$ cat src/source/cmd_pkg.sv
// Shared command engine types; opcodes 6 to 15 are illegal and never reach the FIFO.
package cmd_pkg;

    // Widths that carry a meaning across the engine.
    typedef logic [15:0] data_t;
    typedef logic [3:0]  tag_t;
    typedef logic [7:0]  seq_t;
    typedef logic [3:0]  opcode_t;

    // Raw opcode encodings as presented by the host.
    localparam opcode_t OPC_LOAD = 4'd0;
    localparam opcode_t OPC_ADD  = 4'd1;
    localparam opcode_t OPC_SUB  = 4'd2;
    localparam opcode_t OPC_AND  = 4'd3;
    localparam opcode_t OPC_XOR  = 4'd4;
    localparam opcode_t OPC_READ = 4'd5;

    // Decoded operation, stored in the FIFO entry.
    typedef enum logic [2:0] {
        OP_LOAD = 3'd0,
        OP_ADD  = 3'd1,
        OP_SUB  = 3'd2,
        OP_AND  = 3'd3,
        OP_XOR  = 3'd4,
        OP_READ = 3'd5
    } exec_op_e;

    // Host command word, 24 bits.
    typedef struct packed {
        opcode_t opcode;
        tag_t    tag;
        data_t   operand;
    } cmd_word_t;

    // FIFO entry, 23 bits.
    typedef struct packed {
        exec_op_e op;
        tag_t     tag;
        data_t    operand;
    } dec_cmd_t;

    // Executor outcome, 21 bits.
    typedef struct packed {
        tag_t  tag;
        data_t value;
        logic  carry;
    } exec_out_t;

    // Tagged result at the top level, 30 bits.
    typedef struct packed {
        seq_t  seq;
        tag_t  tag;
        data_t value;
        logic  zero;
        logic  carry;
    } result_t;

endpackage

$ cat src/source/dp_ram.sv
// Simple dual-port RAM; contents are undefined after power-up and a same-address read returns old data.
module dp_ram #(
    parameter int DATA_W    = 8,
    parameter int ADDR_W    = 8,
    parameter int RAM_DEPTH = (1 << ADDR_W)
) (
    input  logic              clk,
    input  logic              wr,
    input  logic [ADDR_W-1:0] wr_addr,
    input  logic [DATA_W-1:0] wr_data,
    input  logic              rd,
    input  logic [ADDR_W-1:0] rd_addr,
    output logic [DATA_W-1:0] rd_data
);

    logic [DATA_W-1:0] mem [RAM_DEPTH];

    // Write port.
    always_ff @(posedge clk) begin
        if (wr) begin
            mem[wr_addr] <= wr_data;
        end
    end

    // The read data is registered and holds its value between read requests.
    always_ff @(posedge clk) begin
        if (rd) begin
            rd_data <= mem[rd_addr];
        end
    end

endmodule

$ cat src/source/syn_fifo.sv
// Synchronous FIFO with one-cycle read latency; callers must not write when full or read when empty.
module syn_fifo #(
    parameter int DATA_W = 8,
    parameter int ADDR_W = 3
) (
    input  logic              clk,
    input  logic              rst,
    input  logic              wr,
    input  logic              rd,
    input  logic [DATA_W-1:0] data_in,
    output logic [DATA_W-1:0] data_out,
    output logic              empty,
    output logic              full
);

    localparam int FIFO_DEPTH = 1 << ADDR_W;

    logic [ADDR_W-1:0] wr_pointer;
    logic [ADDR_W-1:0] rd_pointer;
    logic [ADDR_W:0]   status_cnt;

    assign full  = (status_cnt == (ADDR_W + 1)'(FIFO_DEPTH));
    assign empty = (status_cnt == '0);

    // Write pointer wraps at the last address.
    always_ff @(posedge clk or posedge rst) begin
        if (rst) begin
            wr_pointer <= '0;
        end else if (wr) begin
            if (wr_pointer == ADDR_W'(FIFO_DEPTH - 1)) begin
                wr_pointer <= '0;
            end else begin
                wr_pointer <= wr_pointer + 1'b1;
            end
        end
    end

    always_ff @(posedge clk or posedge rst) begin
        if (rst) begin
            rd_pointer <= '0;
        end else if (rd) begin
            if (rd_pointer == ADDR_W'(FIFO_DEPTH - 1)) begin
                rd_pointer <= '0;
            end else begin
                rd_pointer <= rd_pointer + 1'b1;
            end
        end
    end

    // A simultaneous read and write leaves the occupancy unchanged.
    always_ff @(posedge clk or posedge rst) begin
        if (rst) begin
            status_cnt <= '0;
        end else if (rd && !wr && (status_cnt != '0)) begin
            status_cnt <= status_cnt - 1'b1;
        end else if (wr && !rd && !full) begin
            status_cnt <= status_cnt + 1'b1;
        end
    end

    dp_ram #(
        .DATA_W    (DATA_W),
        .ADDR_W    (ADDR_W),
        .RAM_DEPTH (FIFO_DEPTH)
    ) u_dp_ram (
        .clk     (clk),
        .wr      (wr),
        .wr_addr (wr_pointer),
        .wr_data (data_in),
        .rd      (rd),
        .rd_addr (rd_pointer),
        .rd_data (data_out)
    );

endmodule

$ cat src/source/cmd_decoder.sv
// Command decoder; a legal command is written one cycle after its strobe, or lost if the FIFO is full.
module cmd_decoder (
    input  logic              clk,
    input  logic              rst,
    input  logic              cmd_valid,
    input  cmd_pkg::cmd_word_t cmd,
    input  logic              full,
    output logic              wr,
    output cmd_pkg::dec_cmd_t wr_data,
    output logic              err_illegal,
    output logic              err_overflow
);

    cmd_pkg::exec_op_e dec_op;
    logic              legal;
    cmd_pkg::dec_cmd_t stage;
    logic              stage_valid;

    // Map the raw opcode onto the decoded operation.
    always_comb begin
        dec_op = cmd_pkg::OP_READ;
        legal  = 1'b1;
        case (cmd.opcode)
            cmd_pkg::OPC_LOAD: dec_op = cmd_pkg::OP_LOAD;
            cmd_pkg::OPC_ADD:  dec_op = cmd_pkg::OP_ADD;
            cmd_pkg::OPC_SUB:  dec_op = cmd_pkg::OP_SUB;
            cmd_pkg::OPC_AND:  dec_op = cmd_pkg::OP_AND;
            cmd_pkg::OPC_XOR:  dec_op = cmd_pkg::OP_XOR;
            cmd_pkg::OPC_READ: dec_op = cmd_pkg::OP_READ;
            default:           legal  = 1'b0;
        endcase
    end

    // One-entry stage holding the decoded command.
    always_ff @(posedge clk) begin
        if (cmd_valid && legal) begin
            stage.op      <= dec_op;
            stage.tag     <= cmd.tag;
            stage.operand <= cmd.operand;
        end
    end

    always_ff @(posedge clk or posedge rst) begin
        if (rst) begin
            stage_valid <= 1'b0;
            err_illegal <= 1'b0;
        end else begin
            stage_valid <= cmd_valid && legal;
            err_illegal <= cmd_valid && !legal;
        end
    end

    // The full flag is sampled in the write cycle itself.
    assign wr           = stage_valid && !full;
    assign err_overflow = stage_valid && full;
    assign wr_data      = stage;

endmodule

$ cat src/source/cmd_executor.sv
// Accumulator executor; runs one command every three cycles and holds the FIFO read data stable meanwhile.
module cmd_executor (
    input  logic               clk,
    input  logic               rst,
    input  logic               empty,
    output logic               rd,
    input  cmd_pkg::dec_cmd_t  rd_data,
    output logic               exec_valid,
    output cmd_pkg::exec_out_t exec_out
);

    typedef enum logic [1:0] {
        IDLE,
        FETCH,
        EXEC
    } state_e;

    state_e            state;
    cmd_pkg::dec_cmd_t cur;
    cmd_pkg::data_t    acc;
    cmd_pkg::data_t    acc_next;
    logic              carry;
    logic [16:0]       wide;

    always_ff @(posedge clk or posedge rst) begin
        if (rst) begin
            state <= IDLE;
        end else begin
            case (state)
                IDLE:    if (!empty) state <= FETCH;
                FETCH:   state <= EXEC;
                EXEC:    state <= IDLE;
                default: state <= IDLE;
            endcase
        end
    end

    assign rd = (state == IDLE) && !empty;

    // The registered RAM output is valid during FETCH.
    always_ff @(posedge clk) begin
        if (state == FETCH) begin
            cur <= rd_data;
        end
    end

    // Carry is the adder carry-out on ADD and the borrow on SUB.
    always_comb begin
        wide     = '0;
        acc_next = acc;
        carry    = 1'b0;
        case (cur.op)
            cmd_pkg::OP_LOAD: acc_next = cur.operand;
            cmd_pkg::OP_ADD: begin
                wide     = {1'b0, acc} + {1'b0, cur.operand};
                acc_next = wide[15:0];
                carry    = wide[16];
            end
            cmd_pkg::OP_SUB: begin
                wide     = {1'b0, acc} - {1'b0, cur.operand};
                acc_next = wide[15:0];
                carry    = wide[16];
            end
            cmd_pkg::OP_AND:  acc_next = acc & cur.operand;
            cmd_pkg::OP_XOR:  acc_next = acc ^ cur.operand;
            default:          acc_next = acc;
        endcase
    end

    always_ff @(posedge clk or posedge rst) begin
        if (rst) begin
            acc <= '0;
        end else if (state == EXEC) begin
            acc <= acc_next;
        end
    end

    assign exec_valid     = (state == EXEC);
    assign exec_out.tag   = cur.tag;
    assign exec_out.value = acc_next;
    assign exec_out.carry = carry;

endmodule

$ cat src/source/result_formatter.sv
// Result stage; seq restarts at 0 on reset and wraps after 255 results.
module result_formatter (
    input  logic               clk,
    input  logic               rst,
    input  logic               exec_valid,
    input  cmd_pkg::exec_out_t exec_out,
    output logic               result_valid,
    output cmd_pkg::result_t   result
);

    cmd_pkg::seq_t seq;

    // Sequence counter, advanced once per result.
    always_ff @(posedge clk or posedge rst) begin
        if (rst) begin
            seq <= '0;
        end else if (exec_valid) begin
            seq <= seq + 1'b1;
        end
    end

    always_ff @(posedge clk or posedge rst) begin
        if (rst) begin
            result_valid <= 1'b0;
        end else begin
            result_valid <= exec_valid;
        end
    end

    // The payload is only meaningful while result_valid is high.
    always_ff @(posedge clk) begin
        if (exec_valid) begin
            result.seq   <= seq;
            result.tag   <= exec_out.tag;
            result.value <= exec_out.value;
            result.zero  <= (exec_out.value == '0);
            result.carry <= exec_out.carry;
        end
    end

endmodule

$ cat src/source/cmd_engine_top.sv
// Command engine top; the host cannot be stalled, so commands arriving while the queue is full are lost.
module cmd_engine_top #(
    parameter int FIFO_ADDR_W = 3
) (
    input  logic               clk,
    input  logic               rst,
    input  logic               cmd_valid,
    input  cmd_pkg::cmd_word_t cmd,
    output logic               result_valid,
    output cmd_pkg::result_t   result,
    output logic               err_illegal,
    output logic               err_overflow
);

    localparam int ENTRY_W = $bits(cmd_pkg::dec_cmd_t);

    logic               fifo_wr;
    logic               fifo_rd;
    cmd_pkg::dec_cmd_t  fifo_wr_data;
    cmd_pkg::dec_cmd_t  fifo_rd_data;
    logic               fifo_empty;
    logic               fifo_full;
    logic               exec_valid;
    cmd_pkg::exec_out_t exec_out;

    cmd_decoder u_cmd_decoder (
        .clk          (clk),
        .rst          (rst),
        .cmd_valid    (cmd_valid),
        .cmd          (cmd),
        .full         (fifo_full),
        .wr           (fifo_wr),
        .wr_data      (fifo_wr_data),
        .err_illegal  (err_illegal),
        .err_overflow (err_overflow)
    );

    // Command queue, one decoded entry per slot.
    syn_fifo #(
        .DATA_W (ENTRY_W),
        .ADDR_W (FIFO_ADDR_W)
    ) u_syn_fifo (
        .clk      (clk),
        .rst      (rst),
        .wr       (fifo_wr),
        .rd       (fifo_rd),
        .data_in  (fifo_wr_data),
        .data_out (fifo_rd_data),
        .empty    (fifo_empty),
        .full     (fifo_full)
    );

    cmd_executor u_cmd_executor (
        .clk        (clk),
        .rst        (rst),
        .empty      (fifo_empty),
        .rd         (fifo_rd),
        .rd_data    (fifo_rd_data),
        .exec_valid (exec_valid),
        .exec_out   (exec_out)
    );

    result_formatter u_result_formatter (
        .clk          (clk),
        .rst          (rst),
        .exec_valid   (exec_valid),
        .exec_out     (exec_out),
        .result_valid (result_valid),
        .result       (result)
    );

endmodule

$ cat config.mk
export PLATFORM = sky130hd
export DESIGN_NAME = cmd_engine_top
export DESIGN_NICKNAME = d
export VERILOG_FILES = /design/src/source/cmd_pkg.sv /design/src/source/dp_ram.sv /design/src/source/syn_fifo.sv /design/src/source/cmd_decoder.sv /design/src/source/cmd_executor.sv /design/src/source/result_formatter.sv /design/src/source/cmd_engine_top.sv
export SDC_FILE = /design/constraint.sdc
export NUM_CORES = 1
export LEC_CHECK = 0
export BUFFER_PORTS_ARGS = -buffer_cell sky130_fd_sc_hd__buf_2
export CAP_MARGIN = 20
export CORE_MARGIN = 1
export CORE_UTILIZATION = 55
export DETAILED_ROUTE_END_ITERATION = 10
export GPL_TIMING_DRIVEN = 0
export HOLD_SLACK_MARGIN = 0.05
export MAX_ROUTING_LAYER = met4
export PLACE_DENSITY = 0.73
export SLEW_MARGIN = 10
export SYNTH_ARGS = -nofsm -noshare
export SYNTH_HDL_FRONTEND = slang
export SYNTH_HIERARCHICAL = 1
export SYNTH_SLANG_ARGS = --single-unit
$ cat constraint.sdc
create_clock -name clk -period 6.5 [get_ports clk]
set_input_delay 0.65 -clock clk [delete_from_list [all_inputs] [get_ports clk]]
set_output_delay 0.65 -clock clk [all_outputs]
set_load 0.01 [all_outputs]
# [After elaboration in Yosys (flattened, before gate mapping)]
# Memory sizes are Yosys's and may differ from the RTL's. A register that Yosys moved wholly into a read port is not among the register bits.
# Cells that the tools add are included.
[classes] bitwise_logic=2 n_reduce_logical=22 add_sub_neg=7 mux=12 n_eq_ne=15
[ops] op="16-bit one-hot mux with 5 select lines" n=1
[ops] op="16-bit by 16-bit adder with 17-bit output" n=1
[ops] op="16-bit by 16-bit subtractor with 17-bit output" n=1
[ops] op="16-bit AND" n=1
[ops] op="16-bit zero test" n=1
[ops] op="16-bit bitwise XOR" n=1
[ops] op="3-bit one-hot mux with 5 select lines" n=1
[ops] op="3-bit == test, second input constant" n=3
[ops] op="1-bit logical AND" n=9
[ops] op="8-bit by 1-bit adder with 8-bit output, second input constant" n=1
[ops] op="4-bit by 2-bit == test with 1-bit output, second input constant" n=2
[ops] op="4-bit by 3-bit == test with 1-bit output, second input constant" n=2
[ops] op="4-bit zero test" n=2
[ops] op="4-bit two-way mux" n=2
[ops] op="3-bit by 1-bit adder with 3-bit output, second input constant" n=2
[ops] op="3-bit by 2-bit == test with 1-bit output, second input constant" n=2
[ops] op="3-bit two-way mux" n=2
[ops] op="6-bit OR reduction" n=1
[ops] op="1-bit zero test" n=5
[ops] op="4-bit by 1-bit adder with 4-bit output, second input constant" n=1
[ops] op="4-bit by 1-bit == test with 1-bit output, second input constant" n=1
[ops] op="4-bit == test, second input constant" n=1
[ops] op="2-bit one-hot mux with 2 select lines" n=1
[ops] op="4-bit nonzero test" n=1
[ops] op="11 further kinds" n=13
[word_totals] output_inout_bits=33 regBits=115 memories=1 mem_bits_rw=184 wordCells=79
[memory_table] memory="u_syn_fifo.u_dp_ram.mem" depth=8 width=23 rd=1 rd_clocked_by_memory_dff=1 wr=1 line_no="dp_ram.sv:16" text="logic [DATA_W-1:0] mem [RAM_DEPTH];"

# [Longest topological paths before layout]
[depth] word_depth=8 depth_mapped=12 mapped_depth_nobuf=12

# [Cells and area by module]
# The synthesis kept the hierarchy.
[modules_own_cells] module="dp_ram" area_per_inst_um2=7796.2 seq_area_each_um2=6216.0 cells_per_inst=301 n_inst=1
[modules_own_cells] module="cmd_executor" area_per_inst_um2=3975.1 seq_area_each_um2=1141.1 cells_per_inst=480 n_inst=1
[modules_own_cells] module="result_formatter" area_per_inst_um2=1305.0 seq_area_each_um2=1126.1 cells_per_inst=63 n_inst=1
[modules_own_cells] module="cmd_decoder" area_per_inst_um2=803.3 seq_area_each_um2=740.7 cells_per_inst=35 n_inst=1
[modules_own_cells] module="syn_fifo" area_per_inst_um2=605.6 seq_area_each_um2=250.2 cells_per_inst=49 n_inst=1

# [Worst setup path after synthesis]
# No wires, ideal clock.
[synth_timing] path_kind="register -> register" start="register u_syn_fifo.status_cnt[1]" end="register u_syn_fifo.status_cnt[3]" arrival_ns=3.848 path_slack_ns=2.514 path_stages_with_launch=11 setup_ns=0.138 t_required_ns=6.362 period_less_slack_ns=3.986 path_cell_list="dfrtp_1 -> or3_4 -> nor2_1 -> nor3_1 -> buf_6 -> nand2b_1 -> nor2_1 -> ha_1 -> a21o_1 -> a21oi_1 -> mux4_2"
[synth_via] elab_chain_cells=7 elab_cells_between_ends=18 classes_between="add/sub: 2; eq/ne: 1; mux: 2; reduce/logical: 13"
[synth_lines] element="start, declared" line_no="syn_fifo.sv:20" text="logic [ADDR_W:0] status_cnt;"
[synth_lines] element="start signal, assigned" line_no="syn_fifo.sv:55" text="status_cnt <= status_cnt - 1'b1;"
[synth_lines] element="start signal, assigned" line_no="syn_fifo.sv:57" text="status_cnt <= status_cnt + 1'b1;"
[synth_lines] element="4-bit zero test (*)" line_no="syn_fifo.sv:23" text="assign empty = (status_cnt == '0);"
[synth_lines] element="via fifo_empty" line_no="cmd_engine_top.sv:21" text="logic fifo_empty;"
[synth_lines] element="1-bit zero test (*)"
[synth_lines] element="1-bit logical AND (*)" line_no="cmd_executor.sv:38" text="assign rd = (state == IDLE) && !empty;"
[synth_lines] element="via fifo_rd" line_no="cmd_engine_top.sv:18" text="logic fifo_rd;"
[synth_lines] element="1-bit zero test" line_no="syn_fifo.sv:56" text="end else if (wr && !rd && !full) begin"
[synth_lines] element="1-bit logical AND (2 in series)" line_no="syn_fifo.sv:56"
[synth_lines] element="2-bit nonzero test (no line)"
# Mark *: on every way through the listed nets, which the timed path passes. The rest lies on a longest branch. The select of a mux whose other input is x is not followed.
# A chain may end at the register's enable or synchronous reset.

==> reports/results.ini <==
[finish]
layout.cells.non_filler=1400
nNetsFinal=1108
drive_gt1_share_pct=21.2
multi_input_area_um2=4640
fillers=1785
syn2layout_area_growth_pct=15.0
final-seq-area_um2=9470

[logic_synthesis]
synthAdderAreaFrac_pct=3.87
syn-num-nets=998
yosysSeqAreaShare_pct=65.4
synth_top_family_by_area=multiplexers
ys_types=87
syn-cell-area_um2=14500
synth_seq_cells=322
synth-main-ff-cell=edfxtp_1
synth_xor_area_share_pct=0.907
synth_compound_area_share_pct=8.85
synth_edf_count=283
yosys.area_share.simple_pct=6.69
async_flop_share_pct=12.1
yosys_warnings=6
netlist_instances=928
syn_avg_cell_area_um2=15.6
synthMuxAreaShare_pct=11.3

[placed_design]
detailed_place_hpwl_mm=20.4
dp_cells=1336
portBuffers=59
place.gp.congestion=1.01

[clocking]
numCtsBuffers=34
cts_tree=built
post-cts-setup-buffers=0
cts-root-buf=clkbuf_16
clk_latency_ns=0.52
cts_max_path_buffers=3
htreeDepth=2
cts.sink_count=322
path_clk_slew_ns=0.06
ctsHoldBuffers=0
cts_resized=0

[routing]
drc=0
wl_mm=30.7
ant_nets=0
vias=8441
drt_iter0_markers=649
wl_met2_mm=15.2
viasPerCell=6.03
drt-met1-wl_mm=12.7
wl_met3_mm=1.97
drt-pass1-iter-count=7
top_layer=met4
routedWlPerCell_um=21.9

[sta]
tightest_slew_ns=1.04
slew_violations=0
finalClockSkew_ns=0.0119
hold_viol_final=0
grt_setup_unrepaired=no
tns_ns=0
setup_violations=0
fmax_mhz=248
min_period_ns=4.02
period_share_pct=61.9
slew-limit-headroom_pct=30.1

[die]
row_count=59
initial_core_util_pct=55.9
io_pins=60
dieHeight_um=164
fp.dieW_um=164
core-area_um2=25900
die-area_um2=27000

[global_routing]
grt_max_degree=28
grt_antenna_before_repair=1
grt_overflow=0
grt_pass1_vias=8174
grt_usage_pct=24.3
grt_pass1_wl_mm=47.1

[worst_setup_path]
crit_path_end_kind=flop
arrival_ns=4.41
worst_path_most_repeated_cell=clkbuf_1
max_stage_delay_ns=0.68
critPathKind=reg2reg
cp_slowest_cell=nor4_1
timing.critical_path.buf_inv=4
crit_family=buffers and inverters
path_max_fanout=10
crit_required_ns=6.89
path_cells=buf_2 > clkbuf_1 > clkbuf_1 > o21ai_0 > clkbuf_1 > o21a_1 > nor4_1 > and4_1
startpoint_type=flop

[pwr]
irDropWorstVdd_v=0.000278
leakage_nw=6.05
p_per_area_nw_per_um2=517

[flow_run]
maxCapViolations=0

[status]
status=finished, final reports clean

[hold_path]
min_path_type=in2async

synth_stat cells (all sizes together), types with 15 or more instances:
cell type  count  area (um^2)
edfxtp       283         8500
nand2         42          163
clkbuf        16         61.3
o21ai         36          180
ha            40          500
nor3          15         85.1
inv           48          180
nor2          63          239
mux4          47         1200
buf           27          195
dfrtp         39          976
a21oi         49          257
mux2          34          383
cell type report:
class	instances	area share [%]
Tap cell	335	2.52
Clock buffer	45	5.41
Multi-Input combinational cell	515	27.8
Antenna cell	1	0.0150
Inverter	48	1.08
Sequential cell	322	56.9
Buffer	43	1.55
Clock inverter	17	1.56
Timing Repair Buffer	74	3.18
through the flow:
stage | hold slack [ns] | util, % | setup slack [ns] | instance area, um^2 | power (W)
global placement | 0.400 | 58.7 | 1.57 | 15200 | 0.00647
CTS | 0.0823 | 64.2 | 2.61 | 16600 | 0.00861
floorplan | 0.391 | - | 2.51 | 14500 | 0.00557
detailed placement | 0.405 | 59.7 | 2.62 | 15500 | 0.00659
finish | 0.0816 | 64.3 | 2.48 | 16700 | 0.00861
global route | 0.0931 | 64.3 | 2.38 | 16700 | 0.00906
routing by layer:
metal / vias up / GRT usage [%]
met1: 4184 / 31.1
li1: 3856 / -
met2: 335 / 39.5
met5: - / -
met4: 0 / 7.95
met3: 66 / 4.24
final timing paths:
kind	startpoint	to	cells after the start	slack (ns)
max	u_cmd_executor/cur[22]	u_result_formatter/result[1]	8	2.48
min	rst	u_cmd_decoder/stage_valid	2	0.08
max reg2reg	u_cmd_executor/cur[22]	u_result_formatter/result[1]	8	2.48
min reg2reg	u_syn_fifo/u_dp_ram/rd_data[9]	u_cmd_executor/cur[9]	0	0.41
max in group asynchronous	rst	u_cmd_executor/acc[9]	2	5.54
min in group clk	cmd[16]	u_cmd_decoder/wr_data[16]	1	0.30
sequential cells by signal (all words and copies together), names as in the netlist:
register,flops
u_cmd_decoder/err_illegal,1
u_cmd_decoder/stage_valid,1
u_cmd_decoder/wr_data,23
u_cmd_executor/acc,16
u_cmd_executor/cur,19
u_cmd_executor/exec_out,4
u_cmd_executor/state,2
u_result_formatter/result,30
u_result_formatter/result_valid,1
u_result_formatter/seq,8
u_syn_fifo/rd_pointer,3
u_syn_fifo/status_cnt,4
u_syn_fifo/u_dp_ram/mem,184
u_syn_fifo/u_dp_ram/rd_data,23
u_syn_fifo/wr_pointer,3
where the power goes:
part	internal, W	leakage [nW]	switching, W
combinational	0.00145	2.44	0.00210
clock	0.00120	0.552	0.000794
sequential	0.00282	3.06	0.000252
logic make-up (layout without fill, tap and decap cells):
group,after synthesis,after routing
compound gates,179,179
xor+xnor,15,15
fa+ha+maj,43,43
buf+inv,91,227
flops,322,322
mux,86,86
other cells,0,1
simple gates,192,192
worst reg2reg max path: stages, from the launching register on:
cell,delay (ns)
edfxtp_1,0.31
buf_2,0.19
clkbuf_1,0.46
clkbuf_1,0.55
o21ai_0,0.57
clkbuf_1,0.49
o21a_1,0.33
nor4_1,0.68
and4_1,0.30
cells in the final DEF (no fill, tap or decap), types with 11 or more instances in the layout:
cell and instances:
buf_2 68, edfxtp_1 283, mux2_2 33, nand2_1 40
clkbuf_16 34, clkbuf_1 24, o21ai_0 35, mux4_1 37
xnor2_1 11, nand2b_1 12, buf_4 12, nor2_1 56
ha_1 40, inv_1 47, a21oi_1 46, dfrtp_1 39
Power figures use the tool's default switching activity.
